--- src/verilog/remsi_pkg.sv ---
package remsi_pkg;

  // operand and result width of one machine word
  localparam int unsigned data_width = 32;

  // signed operands travel as plain vectors
  // the datapath handles the sign
  typedef logic [data_width-1:0] data_t;

  // one restoring iteration per dividend bit
  localparam int unsigned div_stages = data_width;

  // enabled cycles from acceptance to result_valid
  // input register plus the iteration stages plus output register
  localparam int unsigned latency = div_stages + 2;

  // depth of the valid shift line
  // the output buffer flop supplies the final cycle
  localparam int unsigned valid_delay_len = latency - 1;

endpackage
--- src/verilog/valid_delay.sv ---
module valid_delay (
  input  logic clk,
  input  logic rst_n,
  input  logic ce,
  input  logic lhs_valid,
  input  logic rhs_valid,
  output logic lhs_ready,
  output logic rhs_ready,
  output logic valid_out
);

  localparam int unsigned len = remsi_pkg::valid_delay_len;

  logic           join_valid;
  logic [len-1:0] valid_line_q;

  // both operands are needed before anything enters
  assign join_valid = lhs_valid & rhs_valid;

  // each side is ready only when the other side is offering too
  // the pair is taken in a single cycle
  assign lhs_ready = ce & rhs_valid;
  assign rhs_ready = ce & lhs_valid;

  // valid tokens follow the data with one flop per enabled cycle
  always_ff @(posedge clk or negedge rst_n) begin
    if (!rst_n) begin
      valid_line_q <= '0;
    end else if (ce) begin
      valid_line_q <= {valid_line_q[len-2:0], join_valid};
    end
  end

  assign valid_out = valid_line_q[len-1];

endmodule

--- config.mk ---
export PLATFORM = sky130hd
export DESIGN_NAME = valid_delay
export DESIGN_NICKNAME = d
export VERILOG_FILES = /design/src/verilog/remsi_pkg.sv /design/src/verilog/valid_delay.sv
export SDC_FILE = /design/constraint.sdc
export NUM_CORES = 1
export LEC_CHECK = 0
export BUFFER_PORTS_ARGS = -buffer_cell sky130_fd_sc_hd__buf_2
export CELL_PAD_IN_SITES_DETAIL_PLACEMENT = 2
export CELL_PAD_IN_SITES_GLOBAL_PLACEMENT = 2
export CORE_ASPECT_RATIO = 0.5
export CORE_MARGIN = 2
export CORE_UTILIZATION = 48
export CTS_CLUSTER_DIAMETER = 30
export DETAILED_ROUTE_END_ITERATION = 8
export GPL_ROUTABILITY_DRIVEN = 0
export GPL_TIMING_DRIVEN = 0
export MAX_ROUTING_LAYER = met4
export PLACE_DENSITY_LB_ADDON = 0.12
export SYNTH_ARGS = -nofsm -noshare
export SYNTH_HDL_FRONTEND = slang
export SYNTH_SLANG_ARGS = --single-unit
--- constraint.sdc ---
create_clock -name clk -period 1.8 [get_ports clk]
set_input_delay 0.27 -clock clk [delete_from_list [all_inputs] [get_ports clk]]
set_output_delay 0.27 -clock clk [all_outputs]
set_load 0.01 [all_outputs]
==> results.txt <==
The number of antenna violations at the first check in global routing is 0. Timing would allow up to around 880 MHz. The post-route antenna net violation count came out at 0. The TritonCTS clock tree is built.

The count of hold-fix buffers inserted at cts is 0. The clock reaches the later pin of the worst-skew pair after between 200 and 300 ps. For this design, the slowest cell found on the critical path is buf_6. The die width came out at 79.6 um. The distinct cell type count of the synthesized netlist came out at 9.

The number of register bits inferred by synthesis is 33. The share of total power dissipated in sequential elements is about half. The largest net degree at the start of global routing is 34. In this run the power density over the cells is approximately 1400 mW/mm2. The tool flagged a number of max-cap violations equal to 0.

For this run, asynchronously set or reset flops after synthesis account for 100%. Net switching is 24.2% of the power. The synthesized netlist cell count came out at 74. The data required time of the critical path is approximately 1500 ps.

The headroom to the max-slew limit came out at a little over half. Signal routing reaches up to met4. The clock transition time at the flip-flop clock pins of the worst setup and hold paths is about 70 ps. The synthesized area divided by synthesized cell count came out at between 15 and 20 um2. The worst setup path is of the input port to output port kind. The detailed router finished its first iteration with 44 violations. Setup repair after global routing left no endpoint under its margin. After clock tree synthesis, the repair step resized 0 gates. The routed length on met2 is about 1000 um. The total I/O pin count is 8. The largest registers in the layout are valid_line_q x33. Summed over all nets, the switching power comes to approximately 540 uW. The portion of the post-synthesis area used by sequential elements came out at ~60%. The actual slew at the worst max-slew pin came out at 707 ps.

The setup TNS after final layout is 0 ps. The height of the chip is between 40 and 50 um. Of the post-synthesis cell area, the dominant cell type holds 60.2%. The detail-routed net length per standard cell is around 18 um.

Combinational logic is responsible for 21.3% of the overall power. The floorplan has 13 rows. The clock period minus worst slack is approximately 1100 ps. The number of pins exceeding their max-slew limit in the final report was 0.

The total iterations of the first detailed-routing run is 3. STA puts the critical path data arrival time at 870 ps. The worst setup timing slack at the placement stage is between 600 and 700 ps. The total clock buffers created by CTS is 5. The half-perimeter wire length after detailed placement came out at around 1400 um. The flip-flop count of the largest register, all copies and words added is 33. After detailed routing, the wire length on met1 is between 1000 and 1500 um. The run finished with clean final reports. The number of endpoints with negative hold slack in the final report came to 0. The floorplan core area is roughly 0.0027 mm2. The primary flip-flop cell chosen by synthesis mapping is dfrtp_1. For this run, design rule violations remaining after detail routing come to 0. The total number of vias came out at approximately 620.

The detailed route wirelength on metal3 came out at between 70 and 80 um. Grouping stages by cell kind, the critical path spends the most delay in buffers and inverters. The number of enable-type register cells in the synthesized netlist is 0. The mapped netlist covers 0.00137 mm2. By instance count, the cell type seen most on the critical path is buf_6. The buffer depth of the longest clock path is 2. After global routing the overflow that remains totals 0. The H-tree generated during clock tree synthesis spans 2 levels. The final non-filler cell area is between 0.0015 and 0.002 mm2. The share of layout cells above drive strength 1 came out at ~57%. STA classifies the critical path startpoint as an input port.

The filler cell count is between 200 and 250. The synthesis-to-layout area growth came out at 12.9%. The buffers plus inverters on the worst setup path came out at 3. The count of endpoints failing setup in the final report is 0. The tightest min-delay check is of the input port to async pin type. Once the clock tree was built, the setup fixing pass inserted 0 buffers. The largest incremental delay on the critical path came out at roughly 170 ps. Sorting the synthesized cells by area gives the leading types as dfrtp_1 (60%), mux2_4 (28%), mux2_2 (4.9%). The endpoint class of the critical path is an output port.

The cell type with the highest aggregate area in the netlist is dfrtp_1. The wire length of the first global-routing pass is 3980 um. The vias per cell came out at just under 5. Cell internal power was estimated by the tool at between 1500 and 2000 uW. The count of synthesis-stage warnings from yosys came out at 0.

The portion of total power attributed to the clock network is 27.1%. The aggregate routed wire length came out at around 2300 um. The count of input and output buffers is 6. dfrtp_1 is the most common cell in the netlist. Summing all placed instances gives a cell area of ~0.0014 mm2. The number of nets in the final layout came out at 92. Counting flops per register, the top entry is valid_line_q. The final worst clock skew is 9.00 ps. The initial core utilization came out at ~52%. The share of the clock period used by the worst path after layout is roughly 63%. The number of antenna diodes in the final layout is 0. After synthesis, the most frequently instantiated cells are dfrtp_1 (33), mux2_4 (26), mux2_2 (6). The total routing usage reported by global routing is approximately 18%.

The area of the die came out at between 0.003 and 0.004 mm2. Summed over all cells, the static leakage comes to between 0.0007 and 0.0008 uW. The worst setup slack after layout came out at roughly 660 ps. Walking the worst path, the cells encountered are buf_6, buf_6, and2_1, buf_2. The number of global-route vias before repair is 720. The number of nets in the synthesized netlist is between 70 and 80. The top fanout value on the critical path is 10. The root buffer cell chosen for the clock tree is clkbuf_8.

Across all hold checks on the routed design, the worst slack comes to between 20 and 30 ps. Across the VDD grid, the largest voltage drop is between 0.0007 and 0.0008 V. The clock sink total came out at 33.
power by group through the flow:
stage | Sequential, uW | Clock [uW] | Combinational, uW
finish | 1160 | 608 | 478
global route | 1200 | 669 | 529
CTS | 1160 | 622 | 490
detailed placement | 1160 | 0 | 476
global placement | 1140 | 0 | 454
floorplan | 1110 | 0 | 415
per-stage QoR:
stage / cells / utilization [%] / power (uW)
2_1_floorplan: 74 / - / 1520
3_3_place_gp: 117 / 54.6 / 1600
3_5_place_dp: 117 / 54.6 / 1640
4_1_cts: 125 / 58.5 / 2270
5_1_grt: 125 / 58.5 / 2400
6_report: 125 / 58.5 / 2250
kinds of logic (layout without fill, tap and decap cells):
| kind of cell | after synthesis | count (layout) | share of synthesized area (%) |
|---|---|---|---|
| mux | 32 | 32 | 33.4 |
| buf+inv | 5 | 19 | 4.83 |
| flops | 33 | 33 | 60.2 |
| simple gates | 3 | 3 | 1.28 |
| compound gates | 1 | 1 | 0.364 |
cells in the final DEF, fill, tap and decap left out:
cell type  count
dfrtp_1       33
mux2_4        26
clkbuf_8       7
mux2_2         6
buf_2          6
buf_6          2
and2_1         2
buf_12         2
inv_1          1
nand3_1        1
o21ai_0        1
clkinv_2       1
final timing paths:
path | startpoint | end | slack, ps | depth (start not counted)
worst min-delay path | rst_n | valid_line_q[23]$_DFFE_PN0P_ | 30 | 1
worst max-delay path | ce | rhs_ready | 660 | 4
max in group asynchronous | rst_n | valid_line_q[6]$_DFFE_PN0P_ | 1300 | 1
min in group clk | rhs_valid | valid_line_q[0]$_DFFE_PN0P_ | 280 | 3
worst min register to register | valid_line_q[2]$_DFFE_PN0P_ | valid_line_q[3]$_DFFE_PN0P_ | 510 | 1
worst max register to register | valid_line_q[4]$_DFFE_PN0P_ | valid_line_q[4]$_DFFE_PN0P_ | 1010 | 1
per-layer routing:
layer | track usage (%) | vias to the layer above
met5 | - | -
met4 | 7.24 | 0
met3 | 6.52 | 6
met2 | 25.7 | 11
met1 | 23.0 | 321
li1 | - | 280
layout make-up:
| class | instances | area, um2 | area share, % |
|---|---|---|---|
| multi-input combinational | 36 | 480 | 31.0 |
| clock inverter | 1 | 5.00 | 0.323 |
| buffer | 4 | 62.6 | 4.04 |
| inverter | 1 | 3.75 | 0.242 |
| sequential | 33 | 826 | 53.3 |
| tap | 37 | 46.3 | 2.99 |
| clock buffer | 7 | 96.3 | 6.21 |
| timing repair buffer | 6 | 30.0 | 1.94 |
(Power assumes the default switching activity.)
