## config.mk

```make
export PLATFORM = sky130hd
export DESIGN_NAME = remsi_datapath
export DESIGN_NICKNAME = d
export VERILOG_FILES = /design/src/verilog/remsi_pkg.sv /design/src/verilog/remsi_datapath.sv /design/src/verilog/urem_pipeline.sv
export SDC_FILE = /design/constraint.sdc
export NUM_CORES = 2
export LEC_CHECK = 0
export BUFFER_PORTS_ARGS = -buffer_cell sky130_fd_sc_hd__buf_2
export CORE_MARGIN = 4
export CORE_UTILIZATION = 30
export DETAILED_ROUTE_END_ITERATION = 8
export GPL_ROUTABILITY_DRIVEN = 0
export PLACE_DENSITY = 0.43
export SETUP_SLACK_MARGIN = 0.15
export SYNTH_ARGS = -nofsm -noshare
export SYNTH_HDL_FRONTEND = slang
export SYNTH_HIERARCHICAL = 1
export SYNTH_SLANG_ARGS = --single-unit
```

## constraint.sdc

```tcl
create_clock -name clk -period 8.1 [get_ports clk]
set_input_delay 2.43 -clock clk [delete_from_list [all_inputs] [get_ports clk]]
set_output_delay 2.43 -clock clk [all_outputs]
set_load 0.03 [all_outputs]
```

## src/verilog/remsi_pkg.sv

```systemverilog
package remsi_pkg;

  // operand and result width of one machine word
  localparam int unsigned data_width = 32;

  // signed operands travel as plain vectors
  // the datapath handles the sign
  typedef logic [data_width-1:0] data_t;

  // one restoring iteration per dividend bit
  localparam int unsigned div_stages = data_width;

  // enabled cycles from acceptance to result_valid
  // input register plus the iteration stages plus output register
  localparam int unsigned latency = div_stages + 2;

  // depth of the valid shift line
  // the output buffer flop supplies the final cycle
  localparam int unsigned valid_delay_len = latency - 1;

endpackage
```

## src/verilog/remsi_datapath.sv

```systemverilog
module remsi_datapath (
  input  logic              clk,
  input  logic              ce,
  input  remsi_pkg::data_t  lhs,
  input  remsi_pkg::data_t  rhs,
  output remsi_pkg::data_t  result
);

  localparam int unsigned w = remsi_pkg::data_width;
  localparam int unsigned n = remsi_pkg::div_stages;

  // magnitudes ahead of the input register
  remsi_pkg::data_t lhs_mag;
  remsi_pkg::data_t rhs_mag;

  // input register
  remsi_pkg::data_t lhs_mag_q;
  remsi_pkg::data_t rhs_mag_q;
  logic             lhs_sign_q;

  // dividend sign kept in step with the divider stages
  logic [n-1:0]     sign_line_q;

  remsi_pkg::data_t remd;

  // two's complement negate for negative operands
  // 0x80000000 maps onto itself as the right unsigned magnitude
  assign lhs_mag = lhs[w-1] ? (~lhs + 1'b1) : lhs;
  assign rhs_mag = rhs[w-1] ? (~rhs + 1'b1) : rhs;

  always_ff @(posedge clk) begin
    if (ce) begin
      lhs_mag_q  <= lhs_mag;
      rhs_mag_q  <= rhs_mag;
      lhs_sign_q <= lhs[w-1];
    end
  end

  urem_pipeline u_urem (
    .clk      (clk),
    .ce       (ce),
    .dividend (lhs_mag_q),
    .divisor  (rhs_mag_q),
    .remd     (remd)
  );

  always_ff @(posedge clk) begin
    if (ce) begin
      sign_line_q <= {sign_line_q[n-2:0], lhs_sign_q};
    end
  end

  // output register
  // remainder follows the sign of the dividend
  always_ff @(posedge clk) begin
    if (ce) begin
      if (sign_line_q[n-1]) begin
        result <= ~remd + 1'b1;
      end else begin
        result <= remd;
      end
    end
  end

endmodule

```

## src/verilog/urem_pipeline.sv

```systemverilog
module urem_pipeline (
  input  logic              clk,
  input  logic              ce,
  input  remsi_pkg::data_t  dividend,
  input  remsi_pkg::data_t  divisor,
  output remsi_pkg::data_t  remd
);

  localparam int unsigned w = remsi_pkg::data_width;
  localparam int unsigned n = remsi_pkg::div_stages;

  genvar i;
  generate
    for (i = 0; i < n; i = i + 1) begin : g_stage

      // values entering this iteration
      remsi_pkg::data_t dvd_in;
      remsi_pkg::data_t dvs_in;
      remsi_pkg::data_t rem_in;

      // shifted partial remainder and trial difference
      remsi_pkg::data_t shifted;
      logic [w:0]       diff;
      logic             borrow;

      // stage registers
      // dvd_q also collects the quotient bits from the right
      remsi_pkg::data_t dvd_q;
      remsi_pkg::data_t dvs_q;
      remsi_pkg::data_t rem_q;

      if (i == 0) begin : g_first
        // stage 0 starts from the operands and an empty remainder
        assign dvd_in = dividend;
        assign dvs_in = divisor;
        assign rem_in = '0;
      end else begin : g_rest
        assign dvd_in = g_stage[i-1].dvd_q;
        assign dvs_in = g_stage[i-1].dvs_q;
        assign rem_in = g_stage[i-1].rem_q;
      end

      // bring down the next dividend bit
      assign shifted = {rem_in[w-2:0], dvd_in[w-1]};

      // an extra top bit catches the borrow
      assign diff   = {1'b0, shifted} - {1'b0, dvs_in};
      assign borrow = diff[w];

      always_ff @(posedge clk) begin
        if (ce) begin
          // quotient bit is set when the subtraction fits
          dvd_q <= {dvd_in[w-2:0], ~borrow};
          dvs_q <= dvs_in;
          // restore on borrow, otherwise keep the difference
          if (borrow) begin
            rem_q <= shifted;
          end else begin
            rem_q <= diff[w-1:0];
          end
        end
      end

    end
  endgenerate

  // final partial remainder is the unsigned remainder
  assign remd = g_stage[n-1].rem_q;

endmodule

```

==> flow_metrics.tcl <==
set metrics [dict create \
    p_seq_share_pct 34.9 \
    top_layer_used "met5" \
    drive_gt1_share_pct 8.56 \
    clock_latency_ns 0.91 \
    min_to "u_urem/g_stage[8].dvd_q[25]" \
    syn_area_per_cell_um2 11.8 \
    p_leak_nw 63.0 \
    grt_pass1_wl_um 506000 \
    total_power_mw 60.5 \
    initialDrtViolationCount 5301 \
    wl_met1_um 144000 \
    reg2reg_depth 13 \
    worstSetupEndpointType "flip-flop" \
    maxSlewViolCount 0 \
    grt_max_degree 180 \
    setup_viol 0 \
    setup_tns_ns 0 \
    hold_depth 0 \
    portBuffers 97 \
    die_area_um2 477000 \
    grt_overflow 0 \
    synth.distinct_cells 100 \
    clock-sinks 2610 \
    slew_headroom_pct 9.02 \
    ios 98 \
    worstPathRequired_ns 8.71 \
    rsz0062_at_grt "false" \
    worst_ir_drop_vdd_v 0.000168 \
    r2r-end "u_urem/g_stage[12].rem_q[14]" \
    powerDensity_nw_per_um2 383 \
    met3_length_um 11500 \
    drtAntennaViolNets 0 \
    die_w_um 690 \
    clockBufferDepth 4 \
    cp-start-kind "flip-flop" \
    yosysSeqAreaShare_pct 56.1 \
    wire_per_inst_um 16.7 \
    wl_met2_um 147000 \
    drv_cap 0 \
    ys_async_sr_fraction_pct 0 \
    hpwlAfterDp_um 231000 \
    fp.coreArea_um2 464000 \
    grtUsageTotal_pct 12.7 \
    start_util_pct 30.1 \
    synth_edf_count 2610 \
    cts_htree_levels 5 \
    critPathMaxFanout 44 \
    numCtsBuffers 324 \
    pwr-share-comb_pct 42.2 \
    period_needed_ns 4.90 \
    fin_crit_sh_pct 60.6 \
    cts_resized 0 \
    clk_pin_slew_ns 0.06 \
    first_pass_iters 8 \
    worst_pin_slew_ns 1.36 \
    hp-start "u_urem/g_stage[7].dvd_q[24]" \
    finalClockSkew_ns 0.0618 \
    crit_type "reg -> reg" \
    fmax_ghz 0.204 \
    remaining_drc_errors 0 \
    final_cell_mix "edfxtp_1 (2610), inv_1 (1202), ha_1 (999)" \
    grt_pass1_vias 92000 \
    yosysWarnings 6 \
    final_common_cell "edfxtp_1" \
    ctsHoldBuffers 0 \
    fp.dieH_um 690 \
    hold_path.class "reg -> reg" \
    rows 250 \
    nFillCells 45400 \
    area_growth_syn_to_layout_pct 13.1 \
    vias 89300 \
    cts-root-buf "clkbuf_16" \
    cts_tree "done" \
    syn_inst 11800 \
    final_nets 13200 \
    synthFlopType "edfxtp_1" \
    ys_ff_latch 2610 \
    pwr-share-clk_pct 22.9 \
    status "completed" \
    hold_viol 0 \
    synth_area_um2 140000 \
    postCtsSetupBuffers 0 \
    p_switching_mw 22.0 \
    switching_share_pct 36.4 \
    hold_ws_ns 0.379 \
    p_int_mw 38.4 \
    rr_startpoint "u_urem/g_stage[11].dvs_q[0]" \
    vias_per_cell 4.82 \
    wirelength_um 310000 \
    critPathArrivalTime_ns 5.52 \
    regToRegSetupSlack_ns 3.20 \
    antenna_found_initial 10 \
]
[per-stage QoR]
stage	instance area, um^2	setup WS [ns]	instances	utilization, %
after CTS	158000	3.10	18500	34.1
after floorplan	140000	3.66	11900	-
after global placement	148000	3.18	18000	31.9
after global routing	158000	2.90	18500	34.1
after detailed placement	148000	3.18	18000	31.9
final	158000	3.20	18500	34.1
[worst max-delay path by stage]
| stage | from | endpoint | slack (ns) | cells past startpoint |
|---|---|---|---|---|
| detailed placement | u_urem/g_stage[11].dvs_q[0] | u_urem/g_stage[12].rem_q[3] | 3.18 | 13 |
| global route | u_urem/g_stage[11].dvd_q[31] | u_urem/g_stage[12].rem_q[14] | 2.90 | 14 |
| CTS | u_urem/g_stage[11].dvs_q[0] | u_urem/g_stage[12].rem_q[14] | 3.10 | 13 |
| finish | u_urem/g_stage[11].dvs_q[0] | u_urem/g_stage[12].rem_q[14] | 3.20 | 13 |
| floorplan | lhs[1] | lhs_mag_q[24] | 3.66 | 6 |
| global placement | lhs[0] | lhs_mag_q[24] | 3.18 | 7 |
[cells in the mapped netlist (all sizes together), types with 99 or more instances]
master | number | share of area, %
nand3 | 145 | 0.52
nand2 | 877 | 2.4
nand2b | 146 | 0.65
nor3 | 129 | 0.46
nor2b | 140 | 0.63
xor2 | 353 | 2.2
mux2 | 363 | 2.9
a21oi | 875 | 3.1
o21bai | 108 | 0.58
nor2 | 586 | 1.6
a21o | 394 | 2.1
edfxtp | 2610 | 56
o31ai | 99 | 0.53
ha | 999 | 8.9
o21ai | 864 | 3.1
inv | 1202 | 3.2
o21a | 144 | 0.77
xnor2 | 535 | 3.4
clkbuf | 173 | 0.46
[power by group through the flow]
stage / clock [mW] / sequential (mW) / combinational [mW]
floorplan: 0 / 20.7 / 19.5
global placement: 0 / 21.4 / 25.0
detailed placement: 0 / 21.4 / 25.4
CTS: 14.5 / 21.2 / 25.6
global route: 15.1 / 21.5 / 28.7
finish: 13.8 / 21.1 / 25.5
[routing by layer]
layer / track usage (%) / vias up
met5: 0 / -
met4: 3.37 / 2
met3: 1.92 / 498
met2: 21.6 / 1507
met1: 16.8 / 43200
li1: - / 44100
[registers in the layout (all words and copies together) (netlist names)]
| register | flops |
|---|---|
| u_urem/g_stage.dvs_q | 960 |
| u_urem/g_stage.rem_q | 930 |
| u_urem/g_stage.dvd_q | 474 |
| lhs_mag_q | 32 |
| result | 32 |
| rhs_mag_q | 32 |
| sign_line_q | 32 |
| u_urem/g_stage.dvs_in | 32 |
| u_urem/remd | 32 |
| u_urem/g_stage.rem_in | 31 |
| u_urem/g_stage.dvd_in | 22 |
| lhs_sign_q | 1 |
[cells by family (layout without fill, tap and decap cells)]
| logic type | Yosys count | in the layout | share of synthesized area (%) |
|---|---|---|---|
| compound gates | 3059 | 3059 | 13.7 |
| flops | 2610 | 2610 | 56.1 |
| simple gates | 2430 | 2430 | 8.17 |
| buf+inv | 1441 | 1951 | 3.97 |
| fa+ha+maj | 1030 | 1030 | 9.39 |
| xor+xnor | 888 | 888 | 5.57 |
| mux | 385 | 385 | 3.08 |
| other cells | 1 | 18 | 0.00268 |
[cell type report]
type	instances	area [um^2]	share of cell area, %
Multi-Input combinational cell	7807	56100	35.5
Antenna cell	3	7.51	0.00475
Timing Repair Buffer	164	1220	0.770
Inverter	1202	4510	2.86
Clock inverter	188	1510	0.953
Clock buffer	397	8570	5.43
Tap cell	6174	7720	4.89
Sequential cell	2610	78400	49.6
[worst max-delay path, cell delays in order, from the launching register on]
cell      delay [ns]
edfxtp_1        0.41
ha_1            0.26
fa_1            0.43
nor2b_1         0.13
o21ai_0         0.15
a21oi_1         0.25
o21ai_1         0.31
a211oi_1        0.64
a221o_1         0.31
a31oi_1         0.20
o21ba_2         0.30
o21ai_4         0.26
buf_4           0.48
mux2_2          0.40
No activity file was read; power rests on OpenSTA's default activity.
